**config.mk**
```make
export PLATFORM = sky130hd
export DESIGN_NAME = div_regfile_top
export DESIGN_NICKNAME = d
export VERILOG_FILES = /design/src/design/div_pkg.sv /design/src/design/div_regfile_top.sv /design/src/design/int_div.sv /design/src/design/reg_file.sv /design/src/design/wr_fifo.sv
export SDC_FILE = /design/constraint.sdc
export NUM_CORES = 2
export LEC_CHECK = 0
export BUFFER_PORTS_ARGS = -buffer_cell sky130_fd_sc_hd__buf_4
export CAP_MARGIN = 10
export CORE_UTILIZATION = 50
export CTS_CLUSTER_DIAMETER = 60
export DETAILED_ROUTE_END_ITERATION = 10
export GPL_TIMING_DRIVEN = 0
export PLACE_DENSITY = 0.75
export SYNTH_ARGS = -nofsm -noshare
export SYNTH_HDL_FRONTEND = slang
export SYNTH_HIERARCHICAL = 1
export SYNTH_SLANG_ARGS = --single-unit
export TNS_END_PERCENT = 10
```
**constraint.sdc**
```tcl
create_clock -name clk -period 30.9 [get_ports clk]
set_input_delay 3.09 -clock clk [delete_from_list [all_inputs] [get_ports clk]]
set_output_delay 3.09 -clock clk [all_outputs]
set_load 0.02 [all_outputs]
```
**src/design/div_pkg.sv**
```systemverilog
// package with the divider state type and the default subsystem sizes.
`default_nettype none

package div_pkg;

    // divider sequencing states.
    // idle waits for req, calc runs one quotient bit per cycle.
    // write posts the results into the write buffer.
    typedef enum logic [1:0] {
        idle  = 2'd0,
        calc  = 2'd1,
        write = 2'd2
    } div_state_t;

    // operand width in bits.
    localparam int default_data_width = 32;
    // registers in the register file, register 0 included.
    localparam int default_num_regs = 32;
    // entries in the write buffer.
    localparam int default_fifo_depth = 4;

endpackage

`default_nettype wire

```
**src/design/div_regfile_top.sv**
```systemverilog
// div_regfile_top module, wiring of the divider, write buffer and register file.
`default_nettype none
`timescale 1ns/1ns

module div_regfile_top #(
    parameter int data_width = div_pkg::default_data_width,
    parameter int num_regs   = div_pkg::default_num_regs,
    parameter int fifo_depth = div_pkg::default_fifo_depth
) (
    input  wire                                 clk,
    input  wire                                 rst,
    input  wire                                 req,
    input  wire  [data_width-1:0]               a,
    input  wire  [data_width-1:0]               b,
    input  wire  [$clog2(num_regs)-1:0]         quot_sel,
    input  wire  [$clog2(num_regs)-1:0]         mod_sel,
    output logic                                busy,
    output logic                                wr_pending,
    input  wire                                 ext_wr_en,
    input  wire  [$clog2(num_regs)-1:0]         ext_wr_sel,
    input  wire  [data_width-1:0]               ext_wr_data,
    input  wire  [$clog2(num_regs)-1:0]         rd_sel,
    output logic [data_width-1:0]               rd_data
);

    localparam int sel_width = $clog2(num_regs);

    // divider to buffer.
    logic                  wr_en;
    logic [sel_width-1:0]  wr_sel;
    logic [data_width-1:0] wr_data;
    logic                  full;

    // buffer to register file.
    logic [sel_width-1:0]  head_sel;
    logic [data_width-1:0] head_data;
    logic                  pop;

    int_div #(
        .data_width (data_width),
        .num_regs   (num_regs)
    ) i_int_div (
        .clk      (clk),
        .rst      (rst),
        .req      (req),
        .a        (a),
        .b        (b),
        .quot_sel (quot_sel),
        .mod_sel  (mod_sel),
        .busy     (busy),
        .wr_en    (wr_en),
        .wr_sel   (wr_sel),
        .wr_data  (wr_data),
        .full     (full)
    );

    // pending doubles as the wr_pending output.
    wr_fifo #(
        .data_width (data_width),
        .num_regs   (num_regs),
        .fifo_depth (fifo_depth)
    ) i_wr_fifo (
        .clk       (clk),
        .rst       (rst),
        .wr_en     (wr_en),
        .wr_sel    (wr_sel),
        .wr_data   (wr_data),
        .full      (full),
        .pending   (wr_pending),
        .head_sel  (head_sel),
        .head_data (head_data),
        .pop       (pop)
    );

    reg_file #(
        .data_width (data_width),
        .num_regs   (num_regs)
    ) i_reg_file (
        .clk         (clk),
        .rst         (rst),
        .pending     (wr_pending),
        .head_sel    (head_sel),
        .head_data   (head_data),
        .pop         (pop),
        .ext_wr_en   (ext_wr_en),
        .ext_wr_sel  (ext_wr_sel),
        .ext_wr_data (ext_wr_data),
        .rd_sel      (rd_sel),
        .rd_data     (rd_data)
    );

endmodule

`default_nettype wire

```
**src/design/int_div.sv**
```systemverilog
// int_div module, a bit-serial restoring divider that posts quotient and remainder writes.
`default_nettype none
`timescale 1ns/1ns

module int_div #(
    parameter int data_width = div_pkg::default_data_width,
    parameter int num_regs   = div_pkg::default_num_regs
) (
    input  wire                                 clk,
    input  wire                                 rst,
    input  wire                                 req,
    input  wire  [data_width-1:0]               a,
    input  wire  [data_width-1:0]               b,
    input  wire  [$clog2(num_regs)-1:0]         quot_sel,
    input  wire  [$clog2(num_regs)-1:0]         mod_sel,
    output logic                                busy,
    output logic                                wr_en,
    output logic [$clog2(num_regs)-1:0]         wr_sel,
    output logic [data_width-1:0]               wr_data,
    input  wire                                 full
);

    localparam int sel_width = $clog2(num_regs);
    // counter width for bit positions data_width-1 down to 0.
    localparam int pos_width = (data_width > 1) ? $clog2(data_width) : 1;

    div_pkg::div_state_t state;

    // current quotient bit position.
    logic [pos_width-1:0] pos;
    // partial remainder, starts as a.
    logic [data_width-1:0] rem;
    logic [data_width-1:0] quotient;
    // divisor aligned to the current bit, double width so no bits are lost.
    logic [2*data_width-1:0] div_sh;

    // local copies of the destination selectors.
    logic [sel_width-1:0] quot_sel_q;
    logic [sel_width-1:0] mod_sel_q;

    // set once a write is posted, or when its selector was 0.
    logic quot_done;
    logic mod_done;

    logic accept;
    logic fits;
    logic need_quot;
    logic need_mod;
    logic last_write;

    // a request only counts while no division is running.
    assign accept = (state == div_pkg::idle) && req;

    // shifted divisor fits into the partial remainder.
    assign fits = div_sh <= {{data_width{1'b0}}, rem};

    assign need_quot = !quot_done;
    assign need_mod  = !mod_done;

    // one write per cycle, held back while the buffer is full.
    assign wr_en = (state == div_pkg::write) && (need_quot || need_mod) && !full;

    // quotient goes first, the remainder after it.
    assign wr_sel  = need_quot ? quot_sel_q : mod_sel_q;
    assign wr_data = need_quot ? quotient : rem;

    // the posted write is the last one unless both are still owed.
    assign last_write = wr_en && !(need_quot && need_mod);

    // control state.
    always_ff @(posedge clk or posedge rst) begin
        if (rst) begin
            state     <= div_pkg::idle;
            busy      <= 1'b0;
            pos       <= '0;
            quot_done <= 1'b0;
            mod_done  <= 1'b0;
        end else begin
            case (state)
                div_pkg::idle: begin
                    if (accept) begin
                        state <= div_pkg::calc;
                        busy  <= 1'b1;
                        pos   <= pos_width'(data_width - 1);
                        // a zero selector means nothing to write.
                        quot_done <= (quot_sel == '0);
                        mod_done  <= (mod_sel == '0);
                    end
                end
                div_pkg::calc: begin
                    // exactly data_width cycles in calc.
                    if (pos == '0) begin
                        state <= div_pkg::write;
                    end else begin
                        pos <= pos - 1'b1;
                    end
                end
                div_pkg::write: begin
                    if (wr_en) begin
                        if (need_quot) begin
                            quot_done <= 1'b1;
                        end else begin
                            mod_done <= 1'b1;
                        end
                    end
                    // leave on the last write, or at once if nothing is owed.
                    if ((!need_quot && !need_mod) || last_write) begin
                        state <= div_pkg::idle;
                        busy  <= 1'b0;
                    end
                end
                default: begin
                    state <= div_pkg::idle;
                    busy  <= 1'b0;
                end
            endcase
        end
    end

    // datapath.
    always_ff @(posedge clk) begin
        if (accept) begin
            rem        <= a;
            quotient   <= '0;
            quot_sel_q <= quot_sel;
            mod_sel_q  <= mod_sel;
            // align b with the top quotient bit.
            div_sh <= {{data_width{1'b0}}, b} << (data_width - 1);
        end else if (state == div_pkg::calc) begin
            if (fits) begin
                // upper half of div_sh is zero whenever it fits.
                rem           <= rem - div_sh[data_width-1:0];
                quotient[pos] <= 1'b1;
            end
            div_sh <= div_sh >> 1;
        end
    end

endmodule

`default_nettype wire

```
**src/design/reg_file.sv**
```systemverilog
// reg_file module, a register array fed by the write buffer and an external port.
`default_nettype none
`timescale 1ns/1ns

module reg_file #(
    parameter int data_width = div_pkg::default_data_width,
    parameter int num_regs   = div_pkg::default_num_regs
) (
    input  wire                                 clk,
    input  wire                                 rst,
    input  wire                                 pending,
    input  wire  [$clog2(num_regs)-1:0]         head_sel,
    input  wire  [data_width-1:0]               head_data,
    output logic                                pop,
    input  wire                                 ext_wr_en,
    input  wire  [$clog2(num_regs)-1:0]         ext_wr_sel,
    input  wire  [data_width-1:0]               ext_wr_data,
    input  wire  [$clog2(num_regs)-1:0]         rd_sel,
    output logic [data_width-1:0]               rd_data
);

    localparam int sel_width = $clog2(num_regs);

    logic [data_width-1:0] regs [num_regs];

    // winner of the single write port.
    logic                  wr_en;
    logic [sel_width-1:0]  wr_sel;
    logic [data_width-1:0] wr_data;

    // external port wins, buffer drains on free cycles.
    assign pop = pending && !ext_wr_en;

    assign wr_en   = ext_wr_en || pop;
    assign wr_sel  = ext_wr_en ? ext_wr_sel : head_sel;
    assign wr_data = ext_wr_en ? ext_wr_data : head_data;

    always_ff @(posedge clk or posedge rst) begin
        if (rst) begin
            for (int i = 0; i < num_regs; i++) begin
                regs[i] <= '0;
            end
        end else if (wr_en && (wr_sel != '0)) begin
            // register 0 is never written.
            regs[wr_sel] <= wr_data;
        end
    end

    // read side also forces register 0 to zero.
    assign rd_data = (rd_sel == '0) ? '0 : regs[rd_sel];

endmodule

`default_nettype wire

```
**src/design/wr_fifo.sv**
```systemverilog
// wr_fifo module, a circular queue of pending register writes.
`default_nettype none
`timescale 1ns/1ns

module wr_fifo #(
    parameter int data_width = div_pkg::default_data_width,
    parameter int num_regs   = div_pkg::default_num_regs,
    parameter int fifo_depth = div_pkg::default_fifo_depth
) (
    input  wire                                 clk,
    input  wire                                 rst,
    input  wire                                 wr_en,
    input  wire  [$clog2(num_regs)-1:0]         wr_sel,
    input  wire  [data_width-1:0]               wr_data,
    output logic                                full,
    output logic                                pending,
    output logic [$clog2(num_regs)-1:0]         head_sel,
    output logic [data_width-1:0]               head_data,
    input  wire                                 pop
);

    localparam int sel_width = $clog2(num_regs);
    localparam int ptr_width = (fifo_depth > 1) ? $clog2(fifo_depth) : 1;
    // count runs from 0 to fifo_depth inclusive.
    localparam int cnt_width = $clog2(fifo_depth + 1);

    // entry storage, selector and data side by side.
    logic [sel_width-1:0]  sel_mem [fifo_depth];
    logic [data_width-1:0] data_mem [fifo_depth];

    logic [ptr_width-1:0] wr_ptr;
    logic [ptr_width-1:0] rd_ptr;
    logic [cnt_width-1:0] count;

    logic do_push;
    logic do_pop;

    // guard both ends against misuse.
    assign do_push = wr_en && !full;
    assign do_pop  = pop && pending;

    assign full    = (count == cnt_width'(fifo_depth));
    assign pending = (count != '0);

    // head entry is shown without waiting for pop.
    assign head_sel  = sel_mem[rd_ptr];
    assign head_data = data_mem[rd_ptr];

    // pointer and count bookkeeping.
    always_ff @(posedge clk or posedge rst) begin
        if (rst) begin
            wr_ptr <= '0;
            rd_ptr <= '0;
            count  <= '0;
        end else begin
            if (do_push) begin
                // wrap explicitly so any depth works.
                if (wr_ptr == ptr_width'(fifo_depth - 1)) begin
                    wr_ptr <= '0;
                end else begin
                    wr_ptr <= wr_ptr + 1'b1;
                end
            end
            if (do_pop) begin
                if (rd_ptr == ptr_width'(fifo_depth - 1)) begin
                    rd_ptr <= '0;
                end else begin
                    rd_ptr <= rd_ptr + 1'b1;
                end
            end
            // push and pop together leave the count alone.
            case ({do_push, do_pop})
                2'b10:   count <= count + 1'b1;
                2'b01:   count <= count - 1'b1;
                default: count <= count;
            endcase
        end
    end

    // storage write.
    always_ff @(posedge clk) begin
        if (do_push) begin
            sel_mem[wr_ptr]  <= wr_sel;
            data_mem[wr_ptr] <= wr_data;
        end
    end

endmodule

`default_nettype wire

```
### Yosys cells after proc, flatten, opt, wreduce, memory -nomap -nowiden

Memory sizes are Yosys's and may differ from the RTL's.
Index checks and enable logic that the tools add are counted.

| word-level totals | value |
|---|---|
| RAM bits | 148 |
| bits of input ports | 120 |
| output and inout port bits | 34 |
| word-level logic and storage cells | 156 |
| memories | 2 |
| bits in registers | 1,178 |

Memory list:

| memory | words | width | read ports | clocked after Yosys merged registers in | wr ports | RTL line | text |
|---|---|---|---|---|---|---|---|
| i_wr_fifo.data_mem | 4 | 32 | 1 | 0 | 1 | wr_fifo.sv:29 | `logic [data_width-1:0] data_mem [fifo_depth];` |
| i_wr_fifo.sel_mem | 4 | 5 | 1 | 0 | 1 | wr_fifo.sv:28 | `logic [sel_width-1:0] sel_mem [fifo_depth];` |

| cells by class | value |
|---|---|
| order comparisons | 6 |
| equal/unequal tests | 13 |
| add/subtract/negate cells | 6 |
| multiplexer cells | 40 |
| bitwise operators | 4 |
| reduce and logical (&&, ||, !) cells | 39 |

Operators with widths:

| cell | count |
|---|---|
| bitwise mux 1024 bit | 1 |
| 2-to-1 mux 32 bit | 9 |
| binary-select mux 32 bit (select 5 bit) | 1 |
| demux 32 bit (select 5 bit) | 1 |
| 2-to-1 mux 63 bit | 2 |
| less-or-equal comparator 63 x 32 -> 1 bit | 1 |
| OR 32 bit | 1 |
| subtractor 32 bit | 1 |
| zero test 5 bit | 4 |
| 2-to-1 mux 5 bit | 4 |
| greater-or-equal comparator 6 bit, second input constant | 2 |
| logical AND 1 bit | 12 |
| NOT 5 -> 6 bit | 2 |
| AND reduction 3 bit | 4 |
| 2-to-1 mux 1 bit | 10 |
| 2-to-1 mux 2 bit | 5 |
| one-hot mux 5 bit (2 select lines) | 1 |
| nonzero test 2 bit | 5 |
| equality test 2 bit, second input constant | 4 |
| != test 2 x 1 -> 1 bit, second input constant | 4 |
| < comparator 5 x 6 -> 1 bit, second input constant | 1 |
| < comparator 6 x 1 -> 1 bit, second input constant | 1 |
| one-hot mux 2 bit (3 select lines) | 1 |
| one-hot mux 3 bit (2 select lines) | 1 |
| other kinds (19) | 30 |

### Depth between registers and ports, before layout

| logic depth | value |
|---|---|
| word-level depth | 8 |
| gate-level depth with buffers | 13 |
| gate-level depth less buffers | 12 |

### Hierarchy

Netlist, hierarchy kept.

Modules (own cells, without submodules):

| module | area an instance (µm²) | cells an instance | instances | sequential area each (µm²) |
|---|---|---|---|---|
| reg_file | 45,188.3 | 4,107 | 1 | 25,624.6 |
| int_div | 8,914.8 | 969 | 1 | 3,733.6 |
| wr_fifo | 5,788.1 | 234 | 1 | 4,619.4 |

### Worst setup path after synthesis

OpenSTA, ideal clock, no wires.

| path | value |
|---|---|
| path kind | input -> output |
| start point | input rd_sel[0] |
| end point | output rd_data[0] |
| data required time | 27,810 ps |
| cell stages on the path | 7 |
| slack | 22,795 ps |
| arrival | 5,015 ps |
| path buffers | 4 |
| cells stage by stage | buf_2 inv_1 clkbuf_1 clkbuf_1 clkbuf_1 o2111ai_1 a311oi_1 |

| on the way | value |
|---|---|
| cells in the longest elaborated chain, start to end | 5 |
| elaborated cells on any way between the ends | 6 |
| those cells by class | mux (4); bitwise (1); reduce/logical (1) |

RTL lines:

| item | RTL line | text |
|---|---|---|
| from (decl) | div_regfile_top.sv:22 | `input wire [$clog2(num_regs)-1:0] rd_sel,` |
| NOT 5 -> 6 bit (not written as such) | reg_file.sv:50 | `assign rd_data = (rd_sel == '0) ? '0 : regs[rd_sel];` |
| binary-select mux 32 bit (select 5 bit) | reg_file.sv:50 |  |
| 2-to-1 mux 32 bit (not written as such) (2 in a row) | reg_file.sv:50 |  |
| 2-to-1 mux 32 bit * | reg_file.sv:50 |  |
| to (decl) | div_regfile_top.sv:23 | `output logic [data_width-1:0] rd_data` |

Mark *: on every way between the ends. The rest lies on a longest branch, timed or not. The select of a mux whose other input is x is not followed.

### Worst setup path in the final report

| path | value |
|---|---|
| start point | input rd_sel[0] |
| end point | output rd_data[17] |

The elaborated chain is that of the path after synthesis.

==> results.tsv <==
metric	value	unit
status	finished clean	
yosysTopAreaCell	dfrtp_1	
cts_resized	0	
antenna_found_initial	11	
cts_buffer_depth	3	
wl	191000	um
worstMarginPinSlew	1.45	ns
ys_types	83	
finalCritPeriodShare	35.9	%
setup_violations	0	
synth-simple-area-share	9.60	%
crit_path_start_kind	primary input	
synth-xor-area-share	0.439	%
cts_sinks	1326	
final-hold-violation-count	0	
path_clk_slew	0.06	ns
ant_nets	0	
finalWeightedCongestion	0.960	
rows	126	
irDropWorstVdd	0.0000703	V
via_per_inst	6.20	
die_w	348	um
synthFlopType	dfrtp_1	
track_usage	31.7	%
cp_max_fo	10	
rsz0062_at_grt	no	
die_area	121000	um^2
clock-root-buffer	clkbuf_16	
timing.hold.ws	0.452	ns
p_total	6.73	mW
die_h	348	um
io_buffers	146	
synth_most_common_cell	dfrtp_1	
htree_levels	4	
areaGrowthSynthToFinish	14.1	%
yosys_register_bits	1326	
drc	0	
cap_violations	0	
synth_fa_ha_area_share	1.59	%
yosysWarnings	6	
initial_core_util	50.6	%
end_kind	primary output	
synth.top_cell.area_share	43.5	%
leakage	29.1	nW
via_count	45500	
cts.hold.buffers_added	0	
syn_nets	5505	
required	27.81	ns
coreArea	118000	um^2
cts_tree	done	
dp_hpwl	142000	um
synth.mux.area_fraction	12.9	%
synth_seq_area_share	56.7	%
drt_pass1_iterations	6	
setup-tns-final	0	ns
post_cts_buffers	0	
grt-ovfl-total	0	
max_freq	90.3	MHz
power_density	98.4	nW/um^2
synth_area_leaders	dfrtp_1, edfxtp_1, mux4_2	
grt_pass1_vias	45700	
syn_avg_cell_area	11.3	um^2
wl_per_cell	26.1	um
synth-compound-area-share	14.4	%
fin_skew	0.0296	ns
ioPinCount	154	
netlist_instances	5310	
critical_path_class	primary input to primary output	
maxSlewHeadroom	3.40	%
cts_buffers	136	
grt_pass1_wl	286000	um
clk-insertion-delay-late	0.77	ns
finalNetCount	5827	
synth_edf_count	222	
final_max_slew_viol_count	0	
grt_max_degree	45	
nFillCells	9650	
hold_class	flip-flop to flip-flop	
async_flop_share	78.5	%
drive_above_1_share	17.6	%
drtIter0Drc	5577	
synth_top_family_by_area	compound AO/OA/AOI/OAI gates	
synth_common_cells	dfrtp_1, nand2_1, a21oi_1	
fin_crit	11.08	ns
syn_area	59900	um^2
cp.arrival	7.99	ns
## where the power goes
group	leakage [nW]	internal [mW]	total (mW)	switching, mW
logic	11.5	0.880	2.11	1.23
clock network	2.27	0.986	1.69	0.708
registers	15.3	2.51	2.92	0.417
## worst max-delay path, stage by stage
cell	delay, ns
buf_2	0.15
inv_1	0.21
clkbuf_1	0.95
clkbuf_1	1.13
clkbuf_1	0.80
o21ai_0	0.52
a311oi_1	0.85
buf_4	0.27
## layer usage
metal | share of wire (%) | global-route usage, % | vias up
li1 | - | - | 19500
met1 | 37 | 39.9 | 22900
met2 | 46 | 49.3 | 2563
met3 | 10 | 8.42 | 643
met4 | 6.7 | 19.2 | 20
met5 | 0.067 | 0 | -
## kinds of logic after synthesis
group / after synthesis
AO/OA/AOI/OAI: 1463
AND/OR/NAND/NOR: 1383
flip-flops: 1326
buffers and inverters: 597
multiplexers: 436
adder cells (fa/ha/maj): 75
XOR/XNOR: 30
## metrics by stage
step,util [%],setup slack [ns],cell area [um^2],std cells
after floorplan,-,13.70,59900,5310
after global placement,53.2,8.17,63000,7056
after detailed placement,53.8,20.19,63700,7091
after CTS,57.7,20.12,68300,7337
after global routing,57.7,19.95,68300,7340
final,57.7,19.82,68400,7344
## cell usage in the layout, fill, tap and decap left out, types with 75 or more instances in the layout
master | Yosys | layout
mux2_2 | 75 | 75
dfrtp_1 | 1041 | 1041
buf_2 | 160 | 160
mux2i_1 | 100 | 100
mux4_2 | 261 | 261
clkbuf_16 | 0 | 143
inv_1 | 86 | 85
buf_4 | 20 | 168
nand2_1 | 643 | 643
nor2_1 | 559 | 558
a21oi_1 | 600 | 600
o21ai_0 | 512 | 512
clkbuf_1 | 302 | 331
edfxtp_1 | 222 | 222
## sequential cells by signal, indices dropped and copies added, names as in the netlist
signal and flops:
i_wr_fifo/data_mem 128, i_wr_fifo/rd_ptr 2, i_int_div/busy 1, i_int_div/state 2, i_wr_fifo/wr_ptr 2, i_int_div/mod_sel_q 5
i_wr_fifo/count 3, i_int_div/quot_sel_q 5, i_int_div/quotient 32, i_int_div/mod_done 1, i_reg_file/regs 1024, i_wr_fifo/sel_mem 20
i_int_div/quot_done 1, i_int_div/rem 32, i_int_div/div_sh 63, i_int_div/pos 5
## path summary, 6_finish.rpt
kind,start,endpoint,slack (ns),cells after the start
hold reg to reg,i_int_div/quotient[15],i_int_div/quotient[15],0.45,2
min in group asynchronous,rst,i_wr_fifo/count[2],2.30,2
setup / recovery,rd_sel[0],rd_data[17],19.82,8
max in group asynchronous,rst,i_reg_file/regs[836],26.08,9
setup reg to reg,i_int_div/rem[12],i_int_div/rem[7],27.06,13
hold / removal,i_int_div/quotient[15],i_int_div/quotient[15],0.45,2
## final cells by class
| type | count | area [um^2] | area share (%) |
|---|---|---|---|
| flip-flops and latches | 1326 | 34000 | 49.7 |
| multi-input cells | 3387 | 23400 | 34.2 |
| clock buffers | 200 | 4070 | 5.96 |
| plain buffers | 511 | 2250 | 3.30 |
| well taps | 1600 | 2000 | 2.93 |
| repair buffers | 184 | 1840 | 2.69 |
| clock inverters | 46 | 517 | 0.756 |
| inverters | 86 | 327 | 0.478 |
| diodes | 4 | 10.0 | 0.0146 |
Note: power is estimated with default switching activity, not from simulation.
